`src/cpu_pkg.sv`:
```
package cpu_pkg;

  ////////////////////////////////////////////////////////////
  // widths and sizes
  ////////////////////////////////////////////////////////////

  localparam int DATA_WIDTH      = 32;
  localparam int INSTR_WIDTH     = 32;
  localparam int REG_ADDR_WIDTH  = 5;
  localparam int NUM_REGS        = 32;
  localparam int IMM_WIDTH       = 16;
  localparam int IMEM_DEPTH      = 64;
  localparam int DMEM_DEPTH      = 64;
  localparam int IMEM_ADDR_WIDTH = 6;
  localparam int DMEM_ADDR_WIDTH = 6;

  // instruction fields
  localparam int OPCODE_MSB = 31;
  localparam int OPCODE_LSB = 26;
  localparam int RS_MSB     = 25;
  localparam int RS_LSB     = 21;
  localparam int RT_MSB     = 20;
  localparam int RT_LSB     = 16;
  localparam int RD_MSB     = 15;
  localparam int RD_LSB     = 11;

  typedef logic [DATA_WIDTH-1:0]      data_t;
  typedef logic [INSTR_WIDTH-1:0]     instr_t;
  typedef logic [REG_ADDR_WIDTH-1:0]  reg_addr_t;
  typedef logic [IMEM_ADDR_WIDTH-1:0] imem_addr_t;
  typedef logic [DMEM_ADDR_WIDTH-1:0] dmem_addr_t;

  // any code not listed behaves as a nop
  typedef enum logic [5:0] {
    OP_NOP  = 6'd0,
    OP_ADD  = 6'd1,
    OP_SUB  = 6'd2,
    OP_AND  = 6'd3,
    OP_OR   = 6'd4,
    OP_SLT  = 6'd5,
    OP_ADDI = 6'd8,
    OP_LW   = 6'd16,
    OP_SW   = 6'd17
  } opcode_e;

  typedef enum logic [2:0] {
    ALU_ADD,
    ALU_SUB,
    ALU_AND,
    ALU_OR,
    ALU_SLT
  } alu_op_e;

  typedef enum logic [1:0] {
    FWD_REG,
    FWD_EX_MEM,
    FWD_WB
  } fwd_sel_e;

  ////////////////////////////////////////////////////////////
  // pipeline registers
  ////////////////////////////////////////////////////////////

  typedef struct packed {
    alu_op_e alu_op;
    logic    alu_src;
    logic    reg_dst;
    logic    reg_write;
    logic    mem_read;
    logic    mem_write;
  } ctrl_t;

  typedef struct packed {
    logic   valid;
    instr_t instr;
  } if_id_t;

  typedef struct packed {
    logic                 valid;
    ctrl_t                ctrl;
    reg_addr_t            rs;
    reg_addr_t            rt;
    reg_addr_t            dest;
    data_t                rs_data;
    data_t                rt_data;
    logic [IMM_WIDTH-1:0] imm;
  } id_ex_t;

  typedef struct packed {
    logic      valid;
    logic      reg_write;
    logic      mem_read;
    logic      mem_write;
    reg_addr_t dest;
    data_t     alu_result;
    data_t     store_data;
  } ex_mem_t;

  // one register write
  typedef struct packed {
    logic      valid;
    reg_addr_t dest;
    data_t     data;
  } wb_t;

endpackage

```
`src/memory_stage.sv`:
```
module memory_stage import cpu_pkg::*; (
  input  logic    clk,
  input  logic    rst_n,
  input  ex_mem_t ex_mem,
  output wb_t     wb
);

  data_t      dmem [DMEM_DEPTH];
  dmem_addr_t dmem_addr;

  // mem/wb register
  logic      mem_wb_valid;
  logic      mem_wb_load;
  reg_addr_t mem_wb_dest;
  data_t     mem_wb_alu;
  data_t     mem_wb_rdata;

  // word addressed
  assign dmem_addr = ex_mem.alu_result[DMEM_ADDR_WIDTH-1:0];

  always_ff @(posedge clk) begin
    if (ex_mem.valid && ex_mem.mem_write) begin
      dmem[dmem_addr] <= ex_mem.store_data;
    end
    if (ex_mem.mem_read) begin
      mem_wb_rdata <= dmem[dmem_addr];
    end
  end

  always_ff @(posedge clk) begin
    if (!rst_n) begin
      mem_wb_valid <= 1'b0;
      mem_wb_load  <= 1'b0;
    end else begin
      mem_wb_valid <= ex_mem.valid && ex_mem.reg_write;
      mem_wb_load  <= ex_mem.mem_read;
      mem_wb_dest  <= ex_mem.dest;
      mem_wb_alu   <= ex_mem.alu_result;
    end
  end

  always_comb begin
    wb.valid = mem_wb_valid;
    wb.dest  = mem_wb_dest;
    wb.data  = mem_wb_load ? mem_wb_rdata : mem_wb_alu;
  end

endmodule

```
`config.mk`:
```
export PLATFORM = sky130hd
export DESIGN_NAME = memory_stage
export DESIGN_NICKNAME = d
export VERILOG_FILES = /design/src/cpu_pkg.sv /design/src/memory_stage.sv
export SDC_FILE = /design/constraint.sdc
export NUM_CORES = 2
export LEC_CHECK = 0
export ABC_AREA = 1
export BUFFER_PORTS_ARGS = -buffer_cell sky130_fd_sc_hd__buf_4
export CORE_MARGIN = 4
export CORE_UTILIZATION = 40
export DETAILED_ROUTE_END_ITERATION = 10
export PLACE_DENSITY = 0.65
export REMOVE_ABC_BUFFERS = 1
export SYNTH_ARGS = -nofsm -noshare
export SYNTH_HDL_FRONTEND = slang
export SYNTH_SLANG_ARGS = --single-unit
```
`constraint.sdc`:
```
create_clock -name clk -period 4.4 [get_ports clk]
set_input_delay 0.44 -clock clk [delete_from_list [all_inputs] [get_ports clk]]
set_output_delay 0.44 -clock clk [all_outputs]
set_load 0.02 [all_outputs]
```
Word-level counts from Yosys, hierarchy flattened
Memory sizes are Yosys's and may differ from the RTL's. A register that Yosys moved wholly into a read port is not among the register bits. Cells that the tools add are included.

Bits in registers: 39. Bits in latches: 0. Bits in writable memories: 2048. Memory bits (read-only): 0. Input bits: 75. Output and inout bits: 38. Logic and storage cells: 10. Memories: 1.

Add/sub/neg operators: 0. Multipliers: 0. Div/mod/pow operators: 0. Magnitude comparators: 0. Equal/unequal tests: 0. Shifts and indexed selects: 0. Mux-type cells: 3. Bitwise logic cells: 0. Reduce and logical (&&, ||, !) cells: 2.

Memory list: dmem (depth 64, width 32, rd ports 1, clocked after memory_dff 1, write ports 1, RTL line memory_stage.sv:8) `data_t dmem [DMEM_DEPTH];`.

Operator list (number): 32-bit two-way mux (1); 1-bit logical AND (2); 1-bit two-way mux (2).

Logic depth before layout (Yosys ltp)
Depth after elaboration: 3. Depth in mapped cells: 15. Depth with buffers taken out: 11.

Worst setup path before layout
No wires, ideal clock.

Path type: in2reg. From: input port ex_mem[33] (netlist bit). To: memory dmem[40][0] (netlist bit), enable pin. Setup time: 0.502 ns. Arrival time: 4.266 ns. Required time: 3.898 ns. Setup slack: -0.368 ns. Cell stages on the path: 5. Path buffers: 2. Cells stage by stage: buf_4 -> buf_4 -> nor2_1 -> inv_1 -> nor4_1.

RTL lines: start: declaration (RTL line memory_stage.sv:4) `input ex_mem_t ex_mem,`; end: declaration (RTL line memory_stage.sv:8).

No word-level cell before the write port.

==> results by stage <==
Finish:
- The number of standard cells in the final layout excluding fillers is 11700.
- The core occupancy in the finished layout is between 40% and 50%.
- The number of nets at the end of the flow is 8677.
- The share of post-route cells with drive strength above 1 is 7.80%.
- The combined area of the multi-input logic cells is between 20000 and 25000 µm².
- From synthesis to final layout, the design area changed by 13.0%.
- The sequential cell area is 63600 µm².
- The layout filler cell count is 19900.

GRT:
- The maximum number of pins on one net before global-route repair is 198.
- The first global-routing pass estimated ~370000 µm of wire.
- The overall routing resource usage is between 20% and 30%.
- Global routing finished with a remaining overflow of 0.
- The initial antenna violation count came to 14.
- The via count of the first global-routing pass came to 57100.

Setup path:
- The top fanout value on the critical path is 32.
- Data arrives at the worst endpoint at 2660 ps.
- The endpoint of the worst-slack reg-to-reg timing path is mem_wb_rdata[29]$_DFFE_PP_.
- The required time at the worst-slack endpoint is around 4000 ps.
- For this run, the slowest stage of the critical path takes around 1000 ps.
- The critical path goes through mux2_2 > buf_4.
- The slowest cell on the critical path is dfxtp_2.
- The launch point of the worst reg-to-reg path is dmem[60][29]$_DFFE_PP_.
- The sort of element at the start of the critical path is a register.
- The setup check on the worst reg-to-reg path leaves a slack of 2400 ps.
- The depth of the worst register-to-register path is 10.
- The category of the most critical setup path is reg2out.
- The worst setup path is captured at an output port.

Route:
- Using the TritonRoute via totals, the vias-per-cell ratio works out to around 5.1.
- For this block, the initial DRC count from the detailed router was roughly 6600.
- In the routed design, unresolved DRC markers number 0.
- The remaining number of nets flagged by the antenna check after routing is 0.
- The via count of the routed design is 59600.
- Wires add up to 247000 µm.
- The first TritonRoute pass finished after 5 iterations.
- In the final routed layout, each cell accounts on average for 21.0 µm.

STA:
- The transition time of the tightest slew-check pin is 1180 ps.
- The count of endpoints failing setup in the final report is 0.
- The relative slew slack is ~21%.
- The setup TNS is 0 ps.
- Counting I/O delays and the setup requirement, the final critical path takes 3100 ps.
- The number of endpoints with negative hold slack in the final report was 0.
- The share of the cycle needed by the critical path after routing is 70.4%.
- The number of max-slew violations in the final report is 0.
- The maximum clock rate is 323 MHz.
- Setup repair after global routing left no endpoint under its margin.
- The worst clock skew is 42.3 ps.
- The final hold slack is about 95 ps.

Die:
- In this run the horizontal extent of the chip is ~480 µm.
- For this design the top-level I/O count stands at 113.
- In this run the core area contains 172 standard-cell rows.
- The die covers 230000 µm².
- The die is 480 µm tall.
- The core area is approximately 220000 µm².
- For this configuration, the core starts out at a cell density of 40.4%.

Clock tree:
- Counting every sink on the clock net gives 2119.
- The clock tree from TritonCTS is done.
- In this run the clock root is driven by a clkbuf_16.
- The clock latency reported for the late side of the worst-skew pair is roughly 860 ps.
- Counting the buffers created by CTS gives 210.
- The clock tree synthesis step divided the H-tree into 4 levels.
- The maximum clock insertion buffer count is 3.
- The clock edge transition at the registers on the reported setup and hold paths is 60 ps.
- After clock tree synthesis, the setup repair step added 0 buffers.

Yosys:
- Summing every instance area after synthesis gives 89000 µm².
- In this run, synthesis produced a sequential element count of 2119.
- Synthesis handed over a netlist of 8519 instances.
- The count of unique library cells instantiated by Yosys is 25.
- Each instance of the synthesized netlist takes up on average 10.5 µm².
- Summing the sequential cell areas from Yosys gives 71.4% of the chip area.
- The Yosys step of the flow raised 0 warnings.

Placement:
- At the end of routability-driven placement, the weighted congestion stood at 0.815.
- The number of cells in the design after placement is 11300.
- During placement, the flow inserted port buffers numbering 112.
- The wire-length estimate of the detail-placed layout is around 130000 µm.

Min path:
- The worst hold path passes through 3 cells.
- The worst hold path terminates at mem_wb_load$_SDFF_PN0_.
- The kind of path behind the tightest hold check is in2reg.
- In this run the most critical hold path is launched from rst_n.

Power and ir drop:
- The power per standard cell area is 430 nW/µm².
- The worst-case vdd ir drop is ~0.40 mV.
- The static leakage power is 41.3 nW.
- Summing internal, switching and leakage power gives 43.2 mW.

Outcome:
- The run finished with clean final reports.

Flow run:
- The tool flagged a number of max-cap violations equal to 0.
[placed cells by master (no fill, tap or decap), types with 39 or more instances in the layout]
master,netlist,layout
nand2_1,5730,5730
nor2_1,137,75
clkbuf_1,138,39
edfxtp_1,2117,2117
buf_4,31,209
nor2_4,0,62
clkbuf_16,0,210
clkinv_2,1,39
buf_12,0,49
clkinv_1,0,47
[where the power goes]
group	internal, mW	leakage [nW]	total, mW	switching [mW]
combinational	0.645	18.8	2.60	1.95
sequential	22.4	19.1	22.4	0.0717
clock	10.4	3.39	18.2	7.85
total	33.4	41.3	43.2	9.87
[worst max path at each step]
stage                                 end              startpoint  slack [ps]
2_1_floorplan       dmem[41][0]$_DFFE_PP_              ex_mem[32]       -9780
3_3_place_gp   mem_wb_rdata[29]$_DFFE_PP_              ex_mem[32]        1200
3_5_place_dp   mem_wb_rdata[29]$_DFFE_PP_              ex_mem[33]        1180
4_1_cts                            wb[20]  mem_wb_load$_SDFF_PN0_        1190
5_1_grt                            wb[20]  mem_wb_load$_SDFF_PN0_        1210
6_report                           wb[20]  mem_wb_load$_SDFF_PN0_        1300
[sequential cells by signal (all words and copies together), names as in the netlist]
register      count
dmem           2048
mem_wb_alu       32
mem_wb_dest       5
mem_wb_load       1
mem_wb_rdata     32
mem_wb_valid      1
[synthesized netlist by cell type, drive strengths merged]
| master | instances | area [µm²] |
|---|---|---|
| nand4 | 2 | 12.5 |
| and3 | 1 | 6.26 |
| clkbuf | 138 | 518 |
| nand3 | 13 | 65.1 |
| clkinv | 1 | 5.00 |
| inv | 30 | 118 |
| buf | 288 | 2070 |
| edfxtp | 2117 | 63600 |
| or2 | 6 | 37.5 |
| nor2 | 137 | 514 |
| nand2 | 5730 | 21500 |
| nor4 | 2 | 12.5 |
| o21ai | 7 | 35.0 |
| o211ai | 5 | 37.5 |
| mux2 | 32 | 360 |
| dfxtp | 2 | 40.0 |
| nor3 | 8 | 124 |
[what timing repair did]
item	CTS	global route
setup endpoints to repair	0	0
gates resized for setup	0	0
hold buffers	36	0
hold endpoints to repair	35	0
[critical path, delay by kind of cell (launching register included)]
kind	cells	cell delay (ps)
buffers and inverters	1	190
flip-flops	1	1040
multiplexers	1	530
[layout make-up]
| type | count | area share (%) |
|---|---|---|
| sequential | 2119 | 63.2 |
| multi-input combinational | 5943 | 23.1 |
| clock buffer | 249 | 5.37 |
| tap | 2958 | 3.68 |
| timing repair buffer | 297 | 2.94 |
| clock inverter | 141 | 1.57 |
| inverter | 31 | 0.152 |
| antenna | 6 | 0.0149 |
[routing by layer]
layer | global-route usage, % | vias up | share of wire [%]
li1 | - | 27800 | -
met1 | 29.0 | 28900 | 41
met2 | 34.4 | 2488 | 47
met3 | 3.29 | 383 | 8.2
met4 | 6.60 | 2 | 3.0
met5 | 0 | - | 0.0028
[logic make-up after synthesis]
kind of cell | after synthesis | synth area share, %
flops | 2119 | 71.4
buf+inv | 457 | 3.05
compound gates | 12 | 0.0815
simple gates | 5899 | 25.0
mux | 32 | 0.405
[stage by stage]
| step | worst slack (ps) | area, µm² |
|---|---|---|
| after global placement | 1200 | 93300 |
| after global routing | 1210 | 101000 |
| after floorplan | -9780 | 86400 |
| after detailed placement | 1180 | 93300 |
| after CTS | 1190 | 101000 |
| final | 1300 | 101000 |
No activity file was read; power rests on OpenSTA's default activity.
