## src/cpu_pkg.sv

```systemverilog
package cpu_pkg;

  ////////////////////////////////////////////////////////////
  // widths and sizes
  ////////////////////////////////////////////////////////////

  localparam int DATA_WIDTH      = 32;
  localparam int INSTR_WIDTH     = 32;
  localparam int REG_ADDR_WIDTH  = 5;
  localparam int NUM_REGS        = 32;
  localparam int IMM_WIDTH       = 16;
  localparam int IMEM_DEPTH      = 64;
  localparam int DMEM_DEPTH      = 64;
  localparam int IMEM_ADDR_WIDTH = 6;
  localparam int DMEM_ADDR_WIDTH = 6;

  // instruction fields
  localparam int OPCODE_MSB = 31;
  localparam int OPCODE_LSB = 26;
  localparam int RS_MSB     = 25;
  localparam int RS_LSB     = 21;
  localparam int RT_MSB     = 20;
  localparam int RT_LSB     = 16;
  localparam int RD_MSB     = 15;
  localparam int RD_LSB     = 11;

  typedef logic [DATA_WIDTH-1:0]      data_t;
  typedef logic [INSTR_WIDTH-1:0]     instr_t;
  typedef logic [REG_ADDR_WIDTH-1:0]  reg_addr_t;
  typedef logic [IMEM_ADDR_WIDTH-1:0] imem_addr_t;
  typedef logic [DMEM_ADDR_WIDTH-1:0] dmem_addr_t;

  // any code not listed behaves as a nop
  typedef enum logic [5:0] {
    OP_NOP  = 6'd0,
    OP_ADD  = 6'd1,
    OP_SUB  = 6'd2,
    OP_AND  = 6'd3,
    OP_OR   = 6'd4,
    OP_SLT  = 6'd5,
    OP_ADDI = 6'd8,
    OP_LW   = 6'd16,
    OP_SW   = 6'd17
  } opcode_e;

  typedef enum logic [2:0] {
    ALU_ADD,
    ALU_SUB,
    ALU_AND,
    ALU_OR,
    ALU_SLT
  } alu_op_e;

  typedef enum logic [1:0] {
    FWD_REG,
    FWD_EX_MEM,
    FWD_WB
  } fwd_sel_e;

  ////////////////////////////////////////////////////////////
  // pipeline registers
  ////////////////////////////////////////////////////////////

  typedef struct packed {
    alu_op_e alu_op;
    logic    alu_src;
    logic    reg_dst;
    logic    reg_write;
    logic    mem_read;
    logic    mem_write;
  } ctrl_t;

  typedef struct packed {
    logic   valid;
    instr_t instr;
  } if_id_t;

  typedef struct packed {
    logic                 valid;
    ctrl_t                ctrl;
    reg_addr_t            rs;
    reg_addr_t            rt;
    reg_addr_t            dest;
    data_t                rs_data;
    data_t                rt_data;
    logic [IMM_WIDTH-1:0] imm;
  } id_ex_t;

  typedef struct packed {
    logic      valid;
    logic      reg_write;
    logic      mem_read;
    logic      mem_write;
    reg_addr_t dest;
    data_t     alu_result;
    data_t     store_data;
  } ex_mem_t;

  // one register write
  typedef struct packed {
    logic      valid;
    reg_addr_t dest;
    data_t     data;
  } wb_t;

endpackage

```

## src/fetch_stage.sv

```systemverilog
module fetch_stage import cpu_pkg::*; (
  input  logic       clk,
  input  logic       rst_n,
  input  logic       imem_we,
  input  imem_addr_t imem_addr,
  input  instr_t     imem_wdata,
  input  logic       stall,
  output if_id_t     if_id
);

  instr_t     imem [IMEM_DEPTH];
  imem_addr_t pc;

  // program load only happens under reset
  always_ff @(posedge clk) begin
    if (!rst_n && imem_we) begin
      imem[imem_addr] <= imem_wdata;
    end
  end

  // pc wraps at the end of memory by width
  always_ff @(posedge clk) begin
    if (!rst_n) begin
      pc          <= '0;
      if_id.valid <= 1'b0;
    end else if (!stall) begin
      pc          <= pc + 1'b1;
      if_id.valid <= 1'b1;
      if_id.instr <= imem[pc];
    end
  end

  a_load_in_reset: assert property (
    @(posedge clk) rst_n |-> !imem_we
  ) else $error("instruction memory write outside reset");

endmodule

```

## config.mk

```make
export PLATFORM = sky130hd
export DESIGN_NAME = fetch_stage
export DESIGN_NICKNAME = d
export VERILOG_FILES = /design/src/cpu_pkg.sv /design/src/fetch_stage.sv
export SDC_FILE = /design/constraint.sdc
export NUM_CORES = 2
export LEC_CHECK = 0
export BUFFER_PORTS_ARGS = -buffer_cell sky130_fd_sc_hd__buf_2
export CAP_MARGIN = 20
export CORE_UTILIZATION = 45
export DETAILED_ROUTE_END_ITERATION = 8
export PLACE_DENSITY = 0.61
export SETUP_SLACK_MARGIN = 0.02
export SLEW_MARGIN = 20
export SYNTH_ARGS = -nofsm -noshare
export SYNTH_HDL_FRONTEND = slang
export SYNTH_SLANG_ARGS = --single-unit
```

## constraint.sdc

```tcl
create_clock -name clk -period 7 [get_ports clk]
set_clock_uncertainty 0.05 [all_clocks]
set_input_delay 0.7 -clock clk [delete_from_list [all_inputs] [get_ports clk]]
set_output_delay 0.7 -clock clk [all_outputs]
set_load 0.01 [all_outputs]
```

======== Word level (Yosys, flattened, before mapping) ========
Memory sizes are Yosys's and may differ from the RTL's. A register that Yosys moved wholly into a read port is not among the register bits.
Cells that the tools add are included.
cells by class
  add/subtract/negate cells ............... 1
  $mul .................................... 0
  div/mod/pow operators ................... 0
  magnitude comparators ................... 0
  eq/ne operators ......................... 0
  shift operators ......................... 0
  mux-type cells .......................... 2
  bitwise operators ....................... 1
  reduce and logical (&&, ||, !) cells .... 3
operator list
  cell                 count
  $add 6x1->6 const B  1
  $mux 1               2
  $reduce_and 2->1     1
  $logic_and 1x1->1    1
  $logic_not 1->1      1
  $not 1->1            1
storage, ports and cells
  bits in registers ....................... 7
  bits in latches ......................... 0
  memory bits (writable) .................. 2048
  bits in read-only memories .............. 0
  bits of input ports ..................... 42
  output and inout bits ................... 33
  word-level logic and storage cells ...... 10
  memories ................................ 1
memories
  memory  words  bits a word  read ports  clocked after memory_dff  wr ports  RTL line           source
  imem    64     32           1           1                         1         fetch_stage.sv:11  instr_t imem [IMEM_DEPTH];

======== Longest topological paths before layout ========
  word-level depth ........................ 4
  depth in mapped cells ................... 11

======== Least setup slack after synthesis ========
No wires, ideal clock.
  path kind ............................... in2reg
  start point ............................. input port imem_addr[5]
  end point ............................... memory imem[37][0] (netlist bit), enable pin
  setup time .............................. 0.421 ns
  arrival ................................. 2.908 ns
  data required time ...................... 6.529 ns
  setup slack ............................. 3.621 ns
  stages .................................. 4
  path buffers ............................ 2
  path through ............................ clkbuf_1 or3b_2 clkbuf_1 nor2_1
RTL lines
  item         RTL line           source
  from (decl)  fetch_stage.sv:5   input imem_addr_t imem_addr,
  to (decl)    fetch_stage.sv:11
No word-level cell before the write port.

==> flow_results.xml <==
<?xml version="1.0" encoding="UTF-8"?>
<metrics>
  <group name="min_path">
    <metric name="timing.hold.worst.class" unit="">input pin to flip-flop</metric>
  </group>
  <group name="critical_path">
    <metric name="timing.critical_path.from_type" unit="">flip-flop</metric>
    <metric name="critPathMaxFanout" unit="">52</metric>
    <metric name="critPathArrivalTime" unit="ns">4.82</metric>
    <metric name="timing_worst_setup_path_type" unit="">flip-flop to flip-flop</metric>
    <metric name="crit_path_end_kind" unit="">flip-flop</metric>
    <metric name="cp.required" unit="ns">7.52</metric>
  </group>
  <group name="global_route">
    <metric name="via_count_of_the_first_global_routing_pass" unit="">38200</metric>
    <metric name="grt_pass1_wl" unit="mm">305</metric>
    <metric name="grt_use_total" unit="%">24.6</metric>
    <metric name="number_of_antenna_violations_at_the_first_check_in_global_routing" unit="">27</metric>
    <metric name="grt_overflow_total" unit="">0</metric>
    <metric name="grt_start_max_net_pins" unit="">82</metric>
  </group>
  <group name="sta">
    <metric name="final.setup.tns" unit="ns">0</metric>
    <metric name="max_freq" unit="MHz">232</metric>
    <metric name="max_slew.worst_pin.slew" unit="ns">1.10</metric>
    <metric name="max_slew_margin" unit="%">25.8</metric>
    <metric name="period_share" unit="%">61.5</metric>
    <metric name="rsz_0062_raised_after_global_routing" unit="">false</metric>
    <metric name="finalHoldViolations" unit="">0</metric>
    <metric name="setup_viol" unit="">0</metric>
    <metric name="finalCriticalPeriod" unit="ns">4.30</metric>
    <metric name="finalMaxSlewViolations" unit="">0</metric>
  </group>
  <group name="clocking">
    <metric name="cts_made_buffers" unit="">205</metric>
    <metric name="postCtsSetupRepairBufs" unit="">0</metric>
    <metric name="post_cts_resize_count" unit="">0</metric>
    <metric name="insertion_delay" unit="ns">0.86</metric>
    <metric name="path_clk_slew" unit="ns">0.06</metric>
    <metric name="clkSinkCount" unit="">2087</metric>
    <metric name="tritoncts" unit="">yes</metric>
    <metric name="clock_tree.buffer_depth" unit="">3</metric>
    <metric name="ctsHoldBuffers" unit="">0</metric>
    <metric name="clock_tree.htree_level_count" unit="">4</metric>
    <metric name="clock-root-buffer" unit="">clkbuf_16</metric>
  </group>
  <group name="pwr">
    <metric name="total_leakage_power" unit="µW">0.0273</metric>
    <metric name="total_power" unit="µW">26000</metric>
    <metric name="power_switching" unit="µW">5660</metric>
    <metric name="swShare" unit="%">21.8</metric>
    <metric name="power.share.clock" unit="%">40.9</metric>
    <metric name="seq_power_share" unit="%">53.4</metric>
    <metric name="power-per-cell-area" unit="nW/µm²">288</metric>
    <metric name="vdd_ir_drop_max" unit="V">0.000244</metric>
    <metric name="power_internal" unit="µW">20300</metric>
    <metric name="combPwrFrac" unit="%">5.7</metric>
  </group>
  <group name="detailed_routing">
    <metric name="routed_len_inst" unit="µm">35.1</metric>
    <metric name="finalWirelength" unit="mm">220</metric>
    <metric name="post_route_antenna_net_violation_count" unit="">0</metric>
    <metric name="drt_drc_violations_left" unit="">0</metric>
    <metric name="vias" unit="">38800</metric>
    <metric name="post_drt_via_cell_ratio" unit="">6.21</metric>
    <metric name="firstDrtPassIters" unit="">5</metric>
    <metric name="detailedRoute.firstIterationViolations" unit="">5339</metric>
  </group>
  <group name="logic_synthesis">
    <metric name="synth_area_leaders" unit="">edfxtp_1 78%, mux4_2 14%, mux2i_1 1.6%, nor2_1 0.58%, mux2_2 0.54%</metric>
    <metric name="syn_inst" unit="">3486</metric>
    <metric name="synth.lib_cells_used.distinct" unit="">52</metric>
    <metric name="synth_area_leader_cell" unit="">edfxtp_1</metric>
    <metric name="synth.ff_latch_count" unit="">2087</metric>
    <metric name="yosys.area.top_type_share" unit="%">78.4</metric>
    <metric name="synth_sequential_area_ratio" unit="%">78.6</metric>
    <metric name="avgSynthCellArea" unit="µm²">22.9</metric>
    <metric name="synthesized_nets" unit="">3529</metric>
    <metric name="synth-warning-count" unit="">0</metric>
    <metric name="synthesis.area" unit="µm²">79700</metric>
    <metric name="yosys_most_used_dff" unit="">edfxtp_1</metric>
    <metric name="synth-edff-count" unit="">2080</metric>
    <metric name="asyncSetResetFlopFracSynth" unit="%">0</metric>
  </group>
  <group name="die">
    <metric name="fp.dieH" unit="µm">423</metric>
    <metric name="boundaryPins" unit="">75</metric>
    <metric name="fp.dieW" unit="µm">423</metric>
    <metric name="placement_rows" unit="">154</metric>
    <metric name="die_area" unit="µm²">179000</metric>
    <metric name="initial_utilization" unit="%">45.3</metric>
    <metric name="core_area" unit="µm²">176000</metric>
  </group>
  <group name="placement">
    <metric name="post-dp-hpwl" unit="mm">122</metric>
    <metric name="place.gp.congestion" unit="">0.858</metric>
    <metric name="input_output_buffers" unit="">74</metric>
  </group>
  <group name="layout">
    <metric name="areaGrowthSynthToFinish" unit="%">13.4</metric>
    <metric name="layout-drive-gt1-share" unit="%">28.6</metric>
    <metric name="nNetsFinal" unit="">3777</metric>
  </group>
  <group name="outcome">
    <metric name="run_status" unit="">complete, no violations</metric>
  </group>
  <group name="run">
    <metric name="max_cap_violations" unit="">0</metric>
  </group>
</metrics>
[layout by cell type, fill, tap and decap left out, drive strengths merged, types with 4 or more instances in the layout]
master / netlist / routed
a2111oi: 11 / 11
a211o: 18 / 18
a211oi: 45 / 45
a21oi: 8 / 8
a221o: 5 / 5
a221oi: 12 / 12
a22o: 8 / 8
a22oi: 36 / 36
a31o: 8 / 8
and2: 6 / 6
and3b: 4 / 4
buf: 113 / 233
bufinv: 0 / 11
clkbuf: 79 / 267
clkinv: 0 / 90
clkinvlp: 0 / 5
dfxtp: 7 / 7
diode: 0 / 11
edfxtp: 2080 / 2080
inv: 3 / 10
mux2: 38 / 38
mux2i: 127 / 127
mux4: 486 / 486
nand2: 21 / 21
nand2b: 11 / 11
nand3: 13 / 13
nand3b: 5 / 5
nand4: 6 / 6
nor2: 123 / 123
nor2b: 47 / 47
nor3: 10 / 10
nor3b: 6 / 6
o21ai: 51 / 51
o22ai: 57 / 57
o32ai: 9 / 9
o41ai: 13 / 13
[cells in the mapped netlist (all sizes together), types with 5 or more instances]
| library cell | count |
|---|---|
| nor2 | 123 |
| buf | 113 |
| a221oi | 12 |
| a211oi | 45 |
| dfxtp | 7 |
| a2111oi | 11 |
| mux2 | 38 |
| nor2b | 47 |
| o22ai | 57 |
| clkbuf | 79 |
| nand3 | 13 |
| a31o | 8 |
| a22oi | 36 |
| a21oi | 8 |
| o32ai | 9 |
| nor3 | 10 |
| nand2 | 21 |
| mux4 | 486 |
| a22o | 8 |
| nand4 | 6 |
| and2 | 6 |
| nand3b | 5 |
| mux2i | 127 |
| edfxtp | 2080 |
| nor3b | 6 |
| o41ai | 13 |
| o21ai | 51 |
| nand2b | 11 |
| a211o | 18 |
| a221o | 5 |
[cell type report]
cell class	count	area [µm²]
Fill cell	13500	85600
Sequential cell	2087	62600
Multi-Input combinational cell	1204	16600
Clock buffer	267	5460
Tap cell	2340	2930
Timing Repair Buffer	233	1680
Clock inverter	113	988
Antenna cell	11	27.5
Inverter	3	11.3
[registers in the layout, summed over array words and instances (netlist names)]
signal  flops
imem     2048
if_id      33
pc          6
[worst max-delay path, stage by stage (launching register included)]
cell and delay [ns]:
dfxtp_4 1.06, buf_4 0.49, buf_4 0.49, mux4_2 0.57, nor2_1 0.12, nor4_1 0.08
o31ai_1 0.91, o22ai_1 0.18
[through the flow]
step                      hold WS [ns]  util, %  std cells  cell area, µm²  setup slack [ns]
after floorplan                  0.431        -       3486           79700              3.62
after global placement           0.391     47.6       5862           83700             0.988
after detailed placement         0.399     47.6       5866           83800              2.78
after CTS                        0.131     51.3       6246           90200              2.76
after global routing             0.169     51.3       6250           90300              2.65
final                            0.185     51.3       6258           90300              2.70
[worst paths after layout]
path | endpoint | startpoint | cells after the start | slack [ns]
setup reg to reg | if_id[7]$_DFFE_PP_ | pc[1]$_SDFFE_PN0N_ | 7 | 2.70
hold / removal | if_id[32]$_SDFFE_PN0N_ | stall | 2 | 0.18
hold reg to reg | if_id[32]$_SDFFE_PN0N_ | if_id[32]$_SDFFE_PN0N_ | 2 | 0.40
setup / recovery | if_id[7]$_DFFE_PP_ | pc[1]$_SDFFE_PN0N_ | 7 | 2.70
[power groups by stage]
stage                     clock [µW]  sequential (µW)  combinational [µW]
after floorplan                    0            14100                 902
after global placement             0            14100                1470
after detailed placement           0            14100                1490
after CTS                      10800            13900                1490
after global routing           11200            13900                1550
final                          10600            13900                1480
[cell families (layout without fill, tap and decap cells)]
group           Yosys count  in the layout  share of synthesized area, %
compound gates          287            287                          2.57
other cells               0             11                             0
xor+xnor                  5              5                        0.0550
fa+ha+maj                 1              1                        0.0157
mux                     651            651                          15.9
flops                  2087           2087                          78.6
buf+inv                 195            616                          1.31
simple gates            260            260                          1.59
[layer usage]
layer	up-vias	wire [µm]	GRT usage, %
met5	-	47	0
met4	8	7870	8.84
met3	332	19200	4.20
met2	1943	105000	38.9
met1	21200	87200	34.6
li1	15400	-	-
Power figures use the tool's default switching activity.
