**config.mk**
```make
export PLATFORM = sky130hd
export DESIGN_NAME = execute_stage
export DESIGN_NICKNAME = d
export VERILOG_FILES = /design/src/cpu_pkg.sv /design/src/execute_stage.sv
export SDC_FILE = /design/constraint.sdc
export NUM_CORES = 1
export LEC_CHECK = 0
export BUFFER_PORTS_ARGS = -buffer_cell sky130_fd_sc_hd__buf_2
export CORE_ASPECT_RATIO = 2
export CORE_UTILIZATION = 50
export DETAILED_ROUTE_END_ITERATION = 10
export PLACE_DENSITY_LB_ADDON = 0.12
export SLEW_MARGIN = 10
export SYNTH_ARGS = -nofsm -noshare
export SYNTH_HDL_FRONTEND = slang
export SYNTH_SLANG_ARGS = --single-unit
```
**constraint.sdc**
```tcl
create_clock -name clk -period 7.38 [get_ports clk]
set_input_delay 0.369 -clock clk [delete_from_list [all_inputs] [get_ports clk]]
set_output_delay 0.369 -clock clk [all_outputs]
set_load 0.01 [all_outputs]
```
**src/cpu_pkg.sv**
```systemverilog
package cpu_pkg;

  ////////////////////////////////////////////////////////////
  // widths and sizes
  ////////////////////////////////////////////////////////////

  localparam int DATA_WIDTH      = 32;
  localparam int INSTR_WIDTH     = 32;
  localparam int REG_ADDR_WIDTH  = 5;
  localparam int NUM_REGS        = 32;
  localparam int IMM_WIDTH       = 16;
  localparam int IMEM_DEPTH      = 64;
  localparam int DMEM_DEPTH      = 64;
  localparam int IMEM_ADDR_WIDTH = 6;
  localparam int DMEM_ADDR_WIDTH = 6;

  // instruction fields
  localparam int OPCODE_MSB = 31;
  localparam int OPCODE_LSB = 26;
  localparam int RS_MSB     = 25;
  localparam int RS_LSB     = 21;
  localparam int RT_MSB     = 20;
  localparam int RT_LSB     = 16;
  localparam int RD_MSB     = 15;
  localparam int RD_LSB     = 11;

  typedef logic [DATA_WIDTH-1:0]      data_t;
  typedef logic [INSTR_WIDTH-1:0]     instr_t;
  typedef logic [REG_ADDR_WIDTH-1:0]  reg_addr_t;
  typedef logic [IMEM_ADDR_WIDTH-1:0] imem_addr_t;
  typedef logic [DMEM_ADDR_WIDTH-1:0] dmem_addr_t;

  // any code not listed behaves as a nop
  typedef enum logic [5:0] {
    OP_NOP  = 6'd0,
    OP_ADD  = 6'd1,
    OP_SUB  = 6'd2,
    OP_AND  = 6'd3,
    OP_OR   = 6'd4,
    OP_SLT  = 6'd5,
    OP_ADDI = 6'd8,
    OP_LW   = 6'd16,
    OP_SW   = 6'd17
  } opcode_e;

  typedef enum logic [2:0] {
    ALU_ADD,
    ALU_SUB,
    ALU_AND,
    ALU_OR,
    ALU_SLT
  } alu_op_e;

  typedef enum logic [1:0] {
    FWD_REG,
    FWD_EX_MEM,
    FWD_WB
  } fwd_sel_e;

  ////////////////////////////////////////////////////////////
  // pipeline registers
  ////////////////////////////////////////////////////////////

  typedef struct packed {
    alu_op_e alu_op;
    logic    alu_src;
    logic    reg_dst;
    logic    reg_write;
    logic    mem_read;
    logic    mem_write;
  } ctrl_t;

  typedef struct packed {
    logic   valid;
    instr_t instr;
  } if_id_t;

  typedef struct packed {
    logic                 valid;
    ctrl_t                ctrl;
    reg_addr_t            rs;
    reg_addr_t            rt;
    reg_addr_t            dest;
    data_t                rs_data;
    data_t                rt_data;
    logic [IMM_WIDTH-1:0] imm;
  } id_ex_t;

  typedef struct packed {
    logic      valid;
    logic      reg_write;
    logic      mem_read;
    logic      mem_write;
    reg_addr_t dest;
    data_t     alu_result;
    data_t     store_data;
  } ex_mem_t;

  // one register write
  typedef struct packed {
    logic      valid;
    reg_addr_t dest;
    data_t     data;
  } wb_t;

endpackage

```
**src/execute_stage.sv**
```systemverilog
module execute_stage import cpu_pkg::*; (
  input  logic     clk,
  input  logic     rst_n,
  input  id_ex_t   id_ex,
  input  fwd_sel_e fwd_a,
  input  fwd_sel_e fwd_b,
  input  wb_t      wb,
  output ex_mem_t  ex_mem
);

  data_t op_a;
  data_t op_b_reg;
  data_t op_b;
  data_t alu_result;

  function automatic data_t fwd_mux(input fwd_sel_e sel, input data_t reg_val,
                                    input data_t ex_val, input data_t wb_val);
    case (sel)
      FWD_EX_MEM: return ex_val;
      FWD_WB:     return wb_val;
      default:    return reg_val;
    endcase
  endfunction

  assign op_a     = fwd_mux(fwd_a, id_ex.rs_data, ex_mem.alu_result, wb.data);
  assign op_b_reg = fwd_mux(fwd_b, id_ex.rt_data, ex_mem.alu_result, wb.data);
  // immediate is zero-extended
  assign op_b     = id_ex.ctrl.alu_src ? {{(DATA_WIDTH-IMM_WIDTH){1'b0}}, id_ex.imm} : op_b_reg;

  always_comb begin
    case (id_ex.ctrl.alu_op)
      ALU_SUB: alu_result = op_a - op_b;
      ALU_AND: alu_result = op_a & op_b;
      ALU_OR:  alu_result = op_a | op_b;
      ALU_SLT: alu_result = {{(DATA_WIDTH-1){1'b0}}, $signed(op_a) < $signed(op_b)};
      default: alu_result = op_a + op_b;
    endcase
  end

  always_ff @(posedge clk) begin
    if (!rst_n) begin
      ex_mem.valid     <= 1'b0;
      ex_mem.reg_write <= 1'b0;
      ex_mem.mem_read  <= 1'b0;
      ex_mem.mem_write <= 1'b0;
    end else begin
      ex_mem.valid      <= id_ex.valid;
      ex_mem.reg_write  <= id_ex.ctrl.reg_write;
      ex_mem.mem_read   <= id_ex.ctrl.mem_read;
      ex_mem.mem_write  <= id_ex.ctrl.mem_write;
      ex_mem.dest       <= id_ex.dest;
      ex_mem.alu_result <= alu_result;
      ex_mem.store_data <= op_b_reg;
    end
  end

  a_mem_op_onehot: assert property (
    @(posedge clk) disable iff (!rst_n)
    id_ex.valid |-> !(id_ex.ctrl.mem_read && id_ex.ctrl.mem_write)
  ) else $error("load and store decoded together");

endmodule

```
# Yosys cells after proc, flatten, opt, wreduce, memory -nomap -nowiden
# Index checks and enable logic that the tools add are counted.
# totals
wordCells	24
reg_bits	73
inputBits	148
out_inout_bits	73
# classes
n_addsub	2
eq_ne	8
n_lt_le_gt_ge	1
n_mux	4
bitwise_logic	2
# ops
op	count
$pmux W32 S2	2
$pmux W32 S4	1
$add A32 B32 Y32	1
$and A32 B32 Y32	1
$lt A32 B32 Y1	1
$mux W32	1
$or A32 B32 Y32	1
$sub A32 B32 Y32	1
$eq A3 B2 Y1 const B	2
$eq A2 B1 Y1 const B	2
$eq A2 B2 Y1 const B	2
$eq A3 B1 Y1 const B	1
$eq A3 B3 Y1 const B	1

# Depth between registers and ports, before layout
# Gate-level depths: netlist (run 1).
# logic_depth
word_depth	5
mapped_depth	19

# Least setup slack after synthesis (run 1)
# Ideal clock, no wire load.
# synth_path
kind	input port to flip-flop
startpoint	input fwd_b[0]
endpoint	register ex_mem[54] (netlist name) (data pin)
arrival_time_ps	3913
required_ps	7108
stages	18
setup_ps	272
setup_slack_ps	3195
cell_sequence	inv_1 ha_1 clkbuf_1 buf_1 a21oi_1 o21ai_0 ha_1 inv_1 fa_1 inv_1 a21oi_1 o21ai_1 a311oi_2 or2_1 o41ai_1 a21boi_1 a221oi_1 o221ai_1
# synth_between
elab_chain_cells	5
elab_cells_between_ends	9
# synth_lines
item	line	source
start: declaration	execute_stage.sv:6	input fwd_sel_e fwd_b,
$eq A2 B2 Y1 or $eq A2 B1 Y1 (tied branches)	execute_stage.sv:18	case (sel)
$pmux W32 S2 *	execute_stage.sv:18	
$mux W32 *	execute_stage.sv:28	assign op_b = id_ex.ctrl.alu_src ? {{(DATA_WIDTH-IMM_WIDTH){1'b0}}, id_ex.imm} : op_b_reg;
$add A32 B32 Y32 (tied with other cells)	execute_stage.sv:36	default: alu_result = op_a + op_b;
$pmux W32 S4 *	execute_stage.sv:31	case (id_ex.ctrl.alu_op)
net alu_result[22]	execute_stage.sv:14	data_t alu_result;
end: declaration	execute_stage.sv:8	output ex_mem_t ex_mem
# The timed path passes the listed nets; every way through them passes the cells marked *.
# A chain may end at the register's enable or synchronous reset.

# Final worst setup path (run 1)
# layout_path
startpoint	input fwd_b[1]
endpoint	register ex_mem[56] (netlist name) (data pin)
# Same word-level chain as after synthesis.

==> results of run 1 <==
## synth_stat cells (5+ instances only)
master,number
a31oi_1,7
or2_2,22
nand2b_1,15
buf_1,8
a21o_1,23
a211oi_1,6
o22ai_1,12
o221ai_1,19
o211ai_1,9
nor2b_1,10
nor3_1,16
a221oi_1,12
nand2_1,99
inv_2,8
o31ai_1,9
or3_1,5
nor2_1,99
or4_1,6
nor4_1,7
nand3_1,9
xnor2_1,5
buf_2,7
a22oi_1,69
clkbuf_1,59
inv_1,130
a221o_1,7
o21ai_0,86
and3_1,6
and2_1,13
o21bai_1,8
edfxtp_1,69
a21oi_1,110
o21ai_1,12
ha_1,100
## layer usage
| layer | vias up | GRT usage, % |
|---|---|---|
| li1 | 4525 | - |
| met1 | 4531 | 35.9 |
| met2 | 444 | 70.3 |
| met3 | 196 | 13.9 |
| met4 | 6 | 36.1 |
| met5 | - | 0 |
## through the flow
stage | utilization [%] | setup WS (ps) | cell area [sq um]
finish | 59.4 | 1570 | 10300
global placement | 57.5 | 1890 | 9930
CTS | 59.3 | 2180 | 10200
global route | 59.4 | 1330 | 10300
detailed placement | 57.5 | 1830 | 9930
floorplan | - | 3200 | 8840
## power by group
group / total (mW) / switching [mW] / internal (mW)
Sequential: 0.566 / 0.0383 / 0.528
Clock: 0.499 / 0.201 / 0.298
Combinational: 1.05 / 0.679 / 0.367
## kinds of logic (layout without fill, tap and decap cells)
family / after synthesis / count (layout) / synth area share [%]
fa+ha+maj: 102 / 102 / 14.6
buf+inv: 213 / 367 / 9.23
xor+xnor: 8 / 8 / 0.793
compound gates: 448 / 448 / 33.9
flops: 73 / 73 / 24.4
mux: 4 / 4 / 0.481
other cells: 0 / 2 / 0
simple gates: 317 / 317 / 16.6
## final timing paths
path,endpoint,cells after the start,slack (ps)
setup / recovery,ex_mem[56],18,1570
hold reg to reg,ex_mem[14],4,730
hold / removal,ex_mem[67],1,190
setup reg to reg,ex_mem[56],15,2120
## final cells by class
cell class                      instances  share of cell area (%)
Tap cell                              210                    2.56
Timing Repair Buffer                  213                    10.7
Sequential cell                        73                    21.0
Antenna cell                            2                  0.0488
Multi-Input combinational cell        879                    57.6
Inverter                              138                    5.05
Clock buffer                           11                    2.27
Clock inverter                          5                   0.793
==> impl_metrics.py, run 1 <==
metrics = {
    "synth": {
        "synthArstFlopShare_pct": 0,
        "synth_area_leaders": "edfxtp_1 (23%), ha_1 (14%), a21oi_1 (6.2%)",
        "synthDominantCellAreaShare_pct": 23.4,
        "synthCells": 1165,
        "synth_edf_count": 69,
        "synth_area_per_cell_sq_um": 7.58,
        "dominantRegCellSynth": "edfxtp_1",
        "ys_warn_count": 0,
        "synth_cell_types": 77,
        "synth.cell_area_sq_um": 8840,
        "ys_ff_latch": 73,
        "yosys.area.top_type": "edfxtp_1",
        "ys_seq_area_share_pct": 24.4,
        "synth_fp_nets": 1415,
    },
    "route": {
        "drc": 0,
        "wl_met2_mm": 18.5,
        "dr.max_layer_used": "met5",
        "routedWlPerCell_microns": 23.3,
        "vias": 9702,
        "wl_met3_mm": 2.65,
        "met1_length_mm": 11.0,
        "viasPerCell": 6.34,
        "wirelength_mm": 35.7,
        "drt_iter0_drc": 633,
        "drt-pass1-iter-count": 6,
        "ant_nets": 0,
    },
    "layout": {
        "layout.nets": 1564,
        "largest_reg_flops": 73,
        "final_common_cell": "buf_2",
        "reg.largest.list": "ex_mem (73)",
        "max_flop_register": "ex_mem",
        "areaGrowthSynthToFinish_pct": 16.0,
        "multiInputGateArea_sq_um": 5910,
        "mostFrequentLayoutCells": "buf_2 (202), inv_1 (130), a21oi_1 (110)",
        "fillers": 1741,
        "drive_above_1_share_pct": 20.9,
        "regArea_sq_um": 2150,
        "final_cells": 1531,
    },
    "floorplanning": {
        "start_util_pct": 51.2,
        "fp.dieW_microns": 96,
        "ios": 221,
        "die_area_sq_um": 18200,
        "core_sq_um": 17300,
        "dieHeight_microns": 190,
        "num_rows": 68,
    },
    "global_route": {
        "grt_pass1_wl_mm": 53.9,
        "grt_use_total_pct": 40.8,
        "antenna_found_initial": 5,
        "grt_pass1_vias": 9644,
        "grt_max_degree": 74,
        "gr-total-overflow": 0,
    },
    "worst_setup_path": {
        "worstReg2RegStart": "ex_mem[35]",
        "crit_start": "fwd_b[1]",
        "worst_setup_path_end_kind": "flop",
        "cp_slowest_cell": "a41oi_1",
        "critPathTopFamily": "compound AO/OA/AOI/OAI gates",
        "required_ps": 7400,
        "worst-path-buf-inv": 3,
        "critical_path_class": "in2reg",
        "arrival_ps": 5830,
        "cp_slowest_stage_delay_ps": 810,
        "critPathMaxFanout": 16,
        "start_kind": "input port",
        "crit_chain": "buf_2 -> inv_1 -> ha_1 -> a22oi_1 -> nor2_1 -> a21oi_1 -> o21ai_0 -> inv_1 -> ha_1 -> or2_1 -> o221ai_1 -> a21oi_1 -> a211oi_2 -> o211ai_1 -> a41oi_1 -> nand2_1 -> o211a_1 -> o221ai_1",
    },
    "sta": {
        "finalSetupViolCount": 0,
        "clock_skew_ps": 15.6,
        "hold_ws_ps": 190,
        "fmax_mhz": 172,
        "period_needed_ps": 5810,
        "worst_pin_slew_ps": 1260,
        "tns_ps": 0,
        "period_share_pct": 78.7,
        "maxSlewViolCount": 0,
        "rsz0062_at_grt": "false",
        "hold_violations": 0,
        "slew_headroom_pct": 15.0,
    },
    "clock_tree": {
        "clk_latency_ps": 360,
        "htreeDepth": 3,
        "cts_buffer_depth": 2,
        "cts_hold_buf": 0,
        "cts_sinks": 73,
        "cts_made_buffers": 9,
        "cts_setup_buffers": 0,
        "cts_root_buf": "clkbuf_16",
        "cts_tree": "built",
        "cts_resized": 0,
        "path_clk_slew_ps": 60,
    },
    "placed_design": {
        "dpl.cell_count": 1513,
        "place.gp.congestion": 0.997,
        "numPortBuffers": 203,
        "dp_hpwl_mm": 26.6,
    },
    "run": {
        "maxCapViolations": 0,
    },
    "run_status": {
        "status": "completed",
    },
    "min_path": {
        "min-delay-start": "id_ex[83]",
        "hp-class": "in2reg",
    },
    "pwr": {
        "p_leak_nw": 4.83,
        "total_power_mw": 2.11,
        "ir_drop_uv": 123,
        "p_per_area_nw_per_um2": 206,
    },
}
No activity file was read; power rests on OpenSTA's default activity.
==> run 2: changes to the inputs <==
clock period = 5.85 ns   (was 7.38 ns; I/O delays follow)
==> run 2 against run 1 <==
Compared with the run above:
- register-to-register slack got worse by 980 ps
- count of clock-buffer cells in the layout fell by 2
- global-route usage increased by 0.85 points
- wire length up 2.2%
- via count increased by 0.59%
- non-clock buffer count rose by 13
- sequential power up 26%
- die area did not move
- core utilization grew 0.59 points
- final area grew 0.99%
- clock power is 27% higher
==> impl_metrics.py, run 2 (synthesis gave the netlist of run 1 again) <==
metrics = {
    "run_status": {
        "status": "completed",
    },
    "sta": {
        "hold_violations": 0,
        "slew_headroom_pct": 24.7,
        "rsz0062_at_grt": "false",
        "clock_skew_ps": 20.2,
        "finalSetupViolCount": 0,
        "tns_ps": 0,
        "hold_ws_ps": 100,
        "maxSlewViolCount": 0,
        "period_needed_ps": 5010,
        "worst_pin_slew_ps": 1130,
        "period_share_pct": 85.6,
        "fmax_mhz": 200,
    },
    "clock_tree": {
        "cts_buffer_depth": 2,
        "htreeDepth": 3,
        "cts_resized": 0,
        "cts_sinks": 73,
        "cts_root_buf": "clkbuf_16",
        "cts_setup_buffers": 0,
        "cts_made_buffers": 9,
        "cts_tree": "built",
        "clk_latency_ps": 380,
        "path_clk_slew_ps": 70,
        "cts_hold_buf": 0,
    },
    "floorplanning": {
        "fp.dieW_microns": 96,
        "die_area_sq_um": 18200,
        "num_rows": 68,
        "start_util_pct": 51.2,
        "ios": 221,
        "dieHeight_microns": 190,
        "core_sq_um": 17300,
    },
    "layout": {
        "largest_reg_flops": 73,
        "final_common_cell": "buf_2",
        "areaGrowthSynthToFinish_pct": 17.2,
        "layout.nets": 1577,
        "mostFrequentLayoutCells": "buf_2 (202), inv_1 (130), a21oi_1 (110)",
        "reg.largest.list": "ex_mem (73)",
        "max_flop_register": "ex_mem",
        "final_util_pct": 59.9,
        "stdcell_area_sq_um": 10400,
        "drive_above_1_share_pct": 21.8,
    },
    "worst_setup_path": {
        "r2r_slack_ps": 1140,
        "worstReg2RegStart": "ex_mem[32]",
        "start_kind": "input port",
        "arrival_ps": 5100,
        "required_ps": 5950,
        "worst_setup_path_end_kind": "flop",
        "reg2regPathDepth": 17,
        "critPathMaxFanout": 34,
        "critical_path_class": "in2reg",
        "r2r_end": "ex_mem[56]",
    },
    "min_path": {
        "hold-path-cell-count": 1,
        "hp-class": "in2reg",
        "min-delay-start": "id_ex[84]",
        "hold_end": "ex_mem[68]",
    },
    "route": {
        "drt-pass1-iter-count": 5,
        "ant_nets": 0,
        "drc": 0,
        "routedWlPerCell_microns": 23.6,
        "drt_iter0_drc": 547,
        "wirelength_mm": 36.4,
        "viasPerCell": 6.32,
        "vias": 9759,
    },
    "global_route": {
        "grt_pass1_vias": 9623,
        "gr-total-overflow": 0,
        "grt_use_total_pct": 41.6,
        "grt_pass1_wl_mm": 54.8,
        "grt_max_degree": 74,
        "antenna_found_initial": 4,
    },
    "pwr": {
        "p_per_area_nw_per_um2": 260,
        "ir_drop_uv": 193,
        "total_power_mw": 2.69,
        "p_leak_nw": 4.90,
    },
    "placed_design": {
        "place.gp.congestion": 1.04,
        "place_area_sq_um": 10000,
        "dp_hpwl_mm": 27.4,
        "numPortBuffers": 203,
    },
    "run": {
        "maxCapViolations": 0,
    },
}
-- run 2: layout make-up --
cell class / instances / area (sq um)
fillers: 1790 / 6920
multi-input cells: 879 / 5910
flip-flops and latches: 73 / 2150
repair buffers: 226 / 1190
inverters: 138 / 518
well taps: 210 / 263
clock buffers: 9 / 225
clock inverters: 7 / 95.1
diodes: 1 / 2.50
-- run 2: power by group --
part / internal, mW / total, mW / switching [mW] / leakage [nW]
registers: 0.666 / 0.714 / 0.0482 / 0.726
clock network: 0.345 / 0.633 / 0.287 / 0.158
logic: 0.475 / 1.34 / 0.866 / 4.02
-- run 2: worst max-delay path by stage --
stage,from,endpoint,slack [ps]
after detailed placement,fwd_b[0],ex_mem[62],780
after floorplan,fwd_b[0],ex_mem[54],1740
final,fwd_b[0],ex_mem[61],840
after CTS,fwd_b[0],ex_mem[62],1170
after global placement,fwd_b[0],ex_mem[62],790
after global routing,fwd_b[0],ex_mem[61],620
-- run 2: layer usage --
metal	wire length (microns)	vias to the layer above	GRT usage [%]
met1	11100	4561	36.2
met5	14	-	1.79
met4	3140	2	34.6
met2	19300	474	72.8
li1	-	4535	-
met3	2910	187	14.8
-- run 2: per-stage QoR --
stage               worst slack (ps)  cells
floorplan                       1740   1165
global placement                 786   1526
detailed placement               782   1526
CTS                             1170   1542
global route                     623   1543
finish                           843   1543
-- run 2: worst max-delay path: stages --
cell and delay, ps:
buf_2 100, inv_1 40, ha_2 710, buf_4 450
nor2_1 90, a21oi_1 540, or2_2 270, ha_1 310
inv_1 210, nor2_1 170, o311ai_0 220, a21o_1 230
nand3_1 140, a31oi_1 200, o21ai_1 650, o2111ai_1 210
o22a_1 240
==> run 3: changes to the inputs <==
SKIP_CTS_REPAIR_TIMING = 1   (was not set)
clock period = 6.4 ns   (was 5.85 ns; I/O delays follow)
==> run 3 against run 2 <==
Compared with the run above:
- core utilization down 0.44 points
- largest cell class unchanged
- wire length rose by 0.84%
- die area did not move
- worst hold slack improved by 31 ps
- power is 9.2% lower
- final area is 0.74% lower
- clock power decreased by 10%
- critical path depth unchanged
==> impl_metrics.py, run 3 (synthesis gave the netlist of run 1 again) <==
metrics = {
    "route": {
        "wirelength_mm": 36.7,
        "viasPerCell": 6.39,
        "routedWlPerCell_microns": 23.9,
        "vias": 9813,
        "drt-pass1-iter-count": 5,
        "drc": 0,
        "drt_iter0_drc": 779,
        "ant_nets": 0,
    },
    "floorplanning": {
        "core_sq_um": 17300,
        "start_util_pct": 51.2,
        "dieHeight_microns": 190,
        "die_area_sq_um": 18200,
        "fp.dieW_microns": 96,
        "num_rows": 68,
        "ios": 221,
    },
    "worst_setup_path": {
        "crit_chain": "buf_2 -> inv_1 -> ha_2 -> buf_4 -> nor2_1 -> a21oi_1 -> or2_2 -> ha_1 -> inv_2 -> nand2_1 -> or4_1 -> or4_1 -> nor3_1 -> o32ai_1 -> o31ai_1 -> xor2_1 -> o21ai_1",
        "critPathMaxFanout": 34,
        "arrival_ps": 5480,
        "start_kind": "input port",
        "worst_setup_path_end_kind": "flop",
        "crit_path_frequent_cell": "or4_1",
        "required_ps": 6450,
        "cp_slowest_cell": "ha_2",
        "critical_path_class": "in2reg",
        "cp_slowest_stage_delay_ps": 740,
    },
    "sta": {
        "slew_headroom_pct": 17.5,
        "hold_ws_ps": 131,
        "fmax_mhz": 184,
        "period_needed_ps": 5430,
        "hold_violations": 0,
        "tns_ps": 0,
        "clock_skew_ps": 15.1,
        "rsz0062_at_grt": "false",
        "period_share_pct": 84.8,
        "worst_pin_slew_ps": 1230,
        "maxSlewViolCount": 0,
        "finalSetupViolCount": 0,
        "worst_slack_ps": 973,
    },
    "layout": {
        "mostFrequentLayoutCells": "buf_2 (202), inv_1 (130), a21oi_1 (110)",
        "drive_above_1_share_pct": 21.3,
        "largest_reg_flops": 73,
        "final_util_pct": 59.5,
        "areaGrowthSynthToFinish_pct": 16.3,
        "max_flop_register": "ex_mem",
        "layout.nets": 1567,
        "fillers": 1693,
        "final_common_cell": "buf_2",
        "multiInputGateArea_sq_um": 5910,
        "regArea_sq_um": 2150,
        "stdcell_area_sq_um": 10300,
        "final_cells": 1535,
        "reg.largest.list": "ex_mem (73)",
    },
    "run_status": {
        "status": "completed",
    },
    "global_route": {
        "grt_use_total_pct": 42.3,
        "gr-total-overflow": 0,
        "grt_pass1_vias": 9663,
        "grt_max_degree": 74,
        "grt_pass1_wl_mm": 55.6,
        "antenna_found_initial": 4,
    },
    "clock_tree": {
        "cts_tree": "built",
        "htreeDepth": 3,
        "clk_latency_ps": 370,
        "path_clk_slew_ps": 70,
        "cts_sinks": 73,
        "cts_made_buffers": 9,
        "cts_buffer_depth": 2,
        "cts_root_buf": "clkbuf_16",
    },
    "placed_design": {
        "place.gp.congestion": 1.01,
        "numPortBuffers": 203,
        "place_ws_ps": 933,
        "dp_hpwl_mm": 27.2,
        "place_area_sq_um": 9950,
        "dpl.cell_count": 1516,
    },
    "min_path": {
        "hp-class": "in2reg",
    },
    "pwr": {
        "p_per_area_nw_per_um2": 237,
        "total_power_mw": 2.44,
        "ir_drop_uv": 164,
        "p_leak_nw": 4.84,
    },
    "run": {
        "maxCapViolations": 0,
    },
}
run 3: routing by layer:
| layer | vias up | GRT usage [%] | wire length [microns] |
|---|---|---|---|
| met5 | - | 0 | 12 |
| met4 | 2 | 34.4 | 3480 |
| met2 | 502 | 73.8 | 19100 |
| met3 | 191 | 14.7 | 3110 |
| met1 | 4594 | 37.6 | 11100 |
| li1 | 4524 | - | - |
run 3: final cells by class:
| type | count | share of cell area, % |
|---|---|---|
| Sequential cell | 73 | 20.9 |
| Tap cell | 210 | 2.56 |
| Multi-Input combinational cell | 879 | 57.5 |
| Clock inverter | 6 | 0.731 |
| Antenna cell | 3 | 0.0731 |
| Timing Repair Buffer | 216 | 10.9 |
| Clock buffer | 10 | 2.33 |
| Inverter | 138 | 5.04 |
run 3: worst paths after layout:
| kind | endpoint | depth (start not counted) | startpoint | slack (ps) |
|---|---|---|---|---|
| worst min-delay path | ex_mem[67] | 1 | id_ex[83] | 130 |
| worst max-delay path | ex_mem[62] | 17 | fwd_b[0] | 970 |
| worst max register to register | ex_mem[62] | 14 | ex_mem[50] | 1560 |
| worst min register to register | ex_mem[12] | 4 | ex_mem[44] | 730 |
run 3: report_power, final:
| group | switching, mW | total (mW) | leakage, nW | internal (mW) |
|---|---|---|---|---|
| sequential | 0.0444 | 0.653 | 0.726 | 0.609 |
| clock | 0.249 | 0.568 | 0.151 | 0.319 |
| combinational | 0.793 | 1.22 | 3.96 | 0.426 |
| total | 1.09 | 2.44 | 4.84 | 1.35 |
run 3: critical path, delay by kind of cell:
kind | cells | cell delay, ps
adder cells (fa/ha/maj) | 2 | 1050
XOR/XNOR | 1 | 220
buffers and inverters | 4 | 780
AND/OR/NAND/NOR | 6 | 1650
AO/OA/AOI/OAI | 4 | 1410
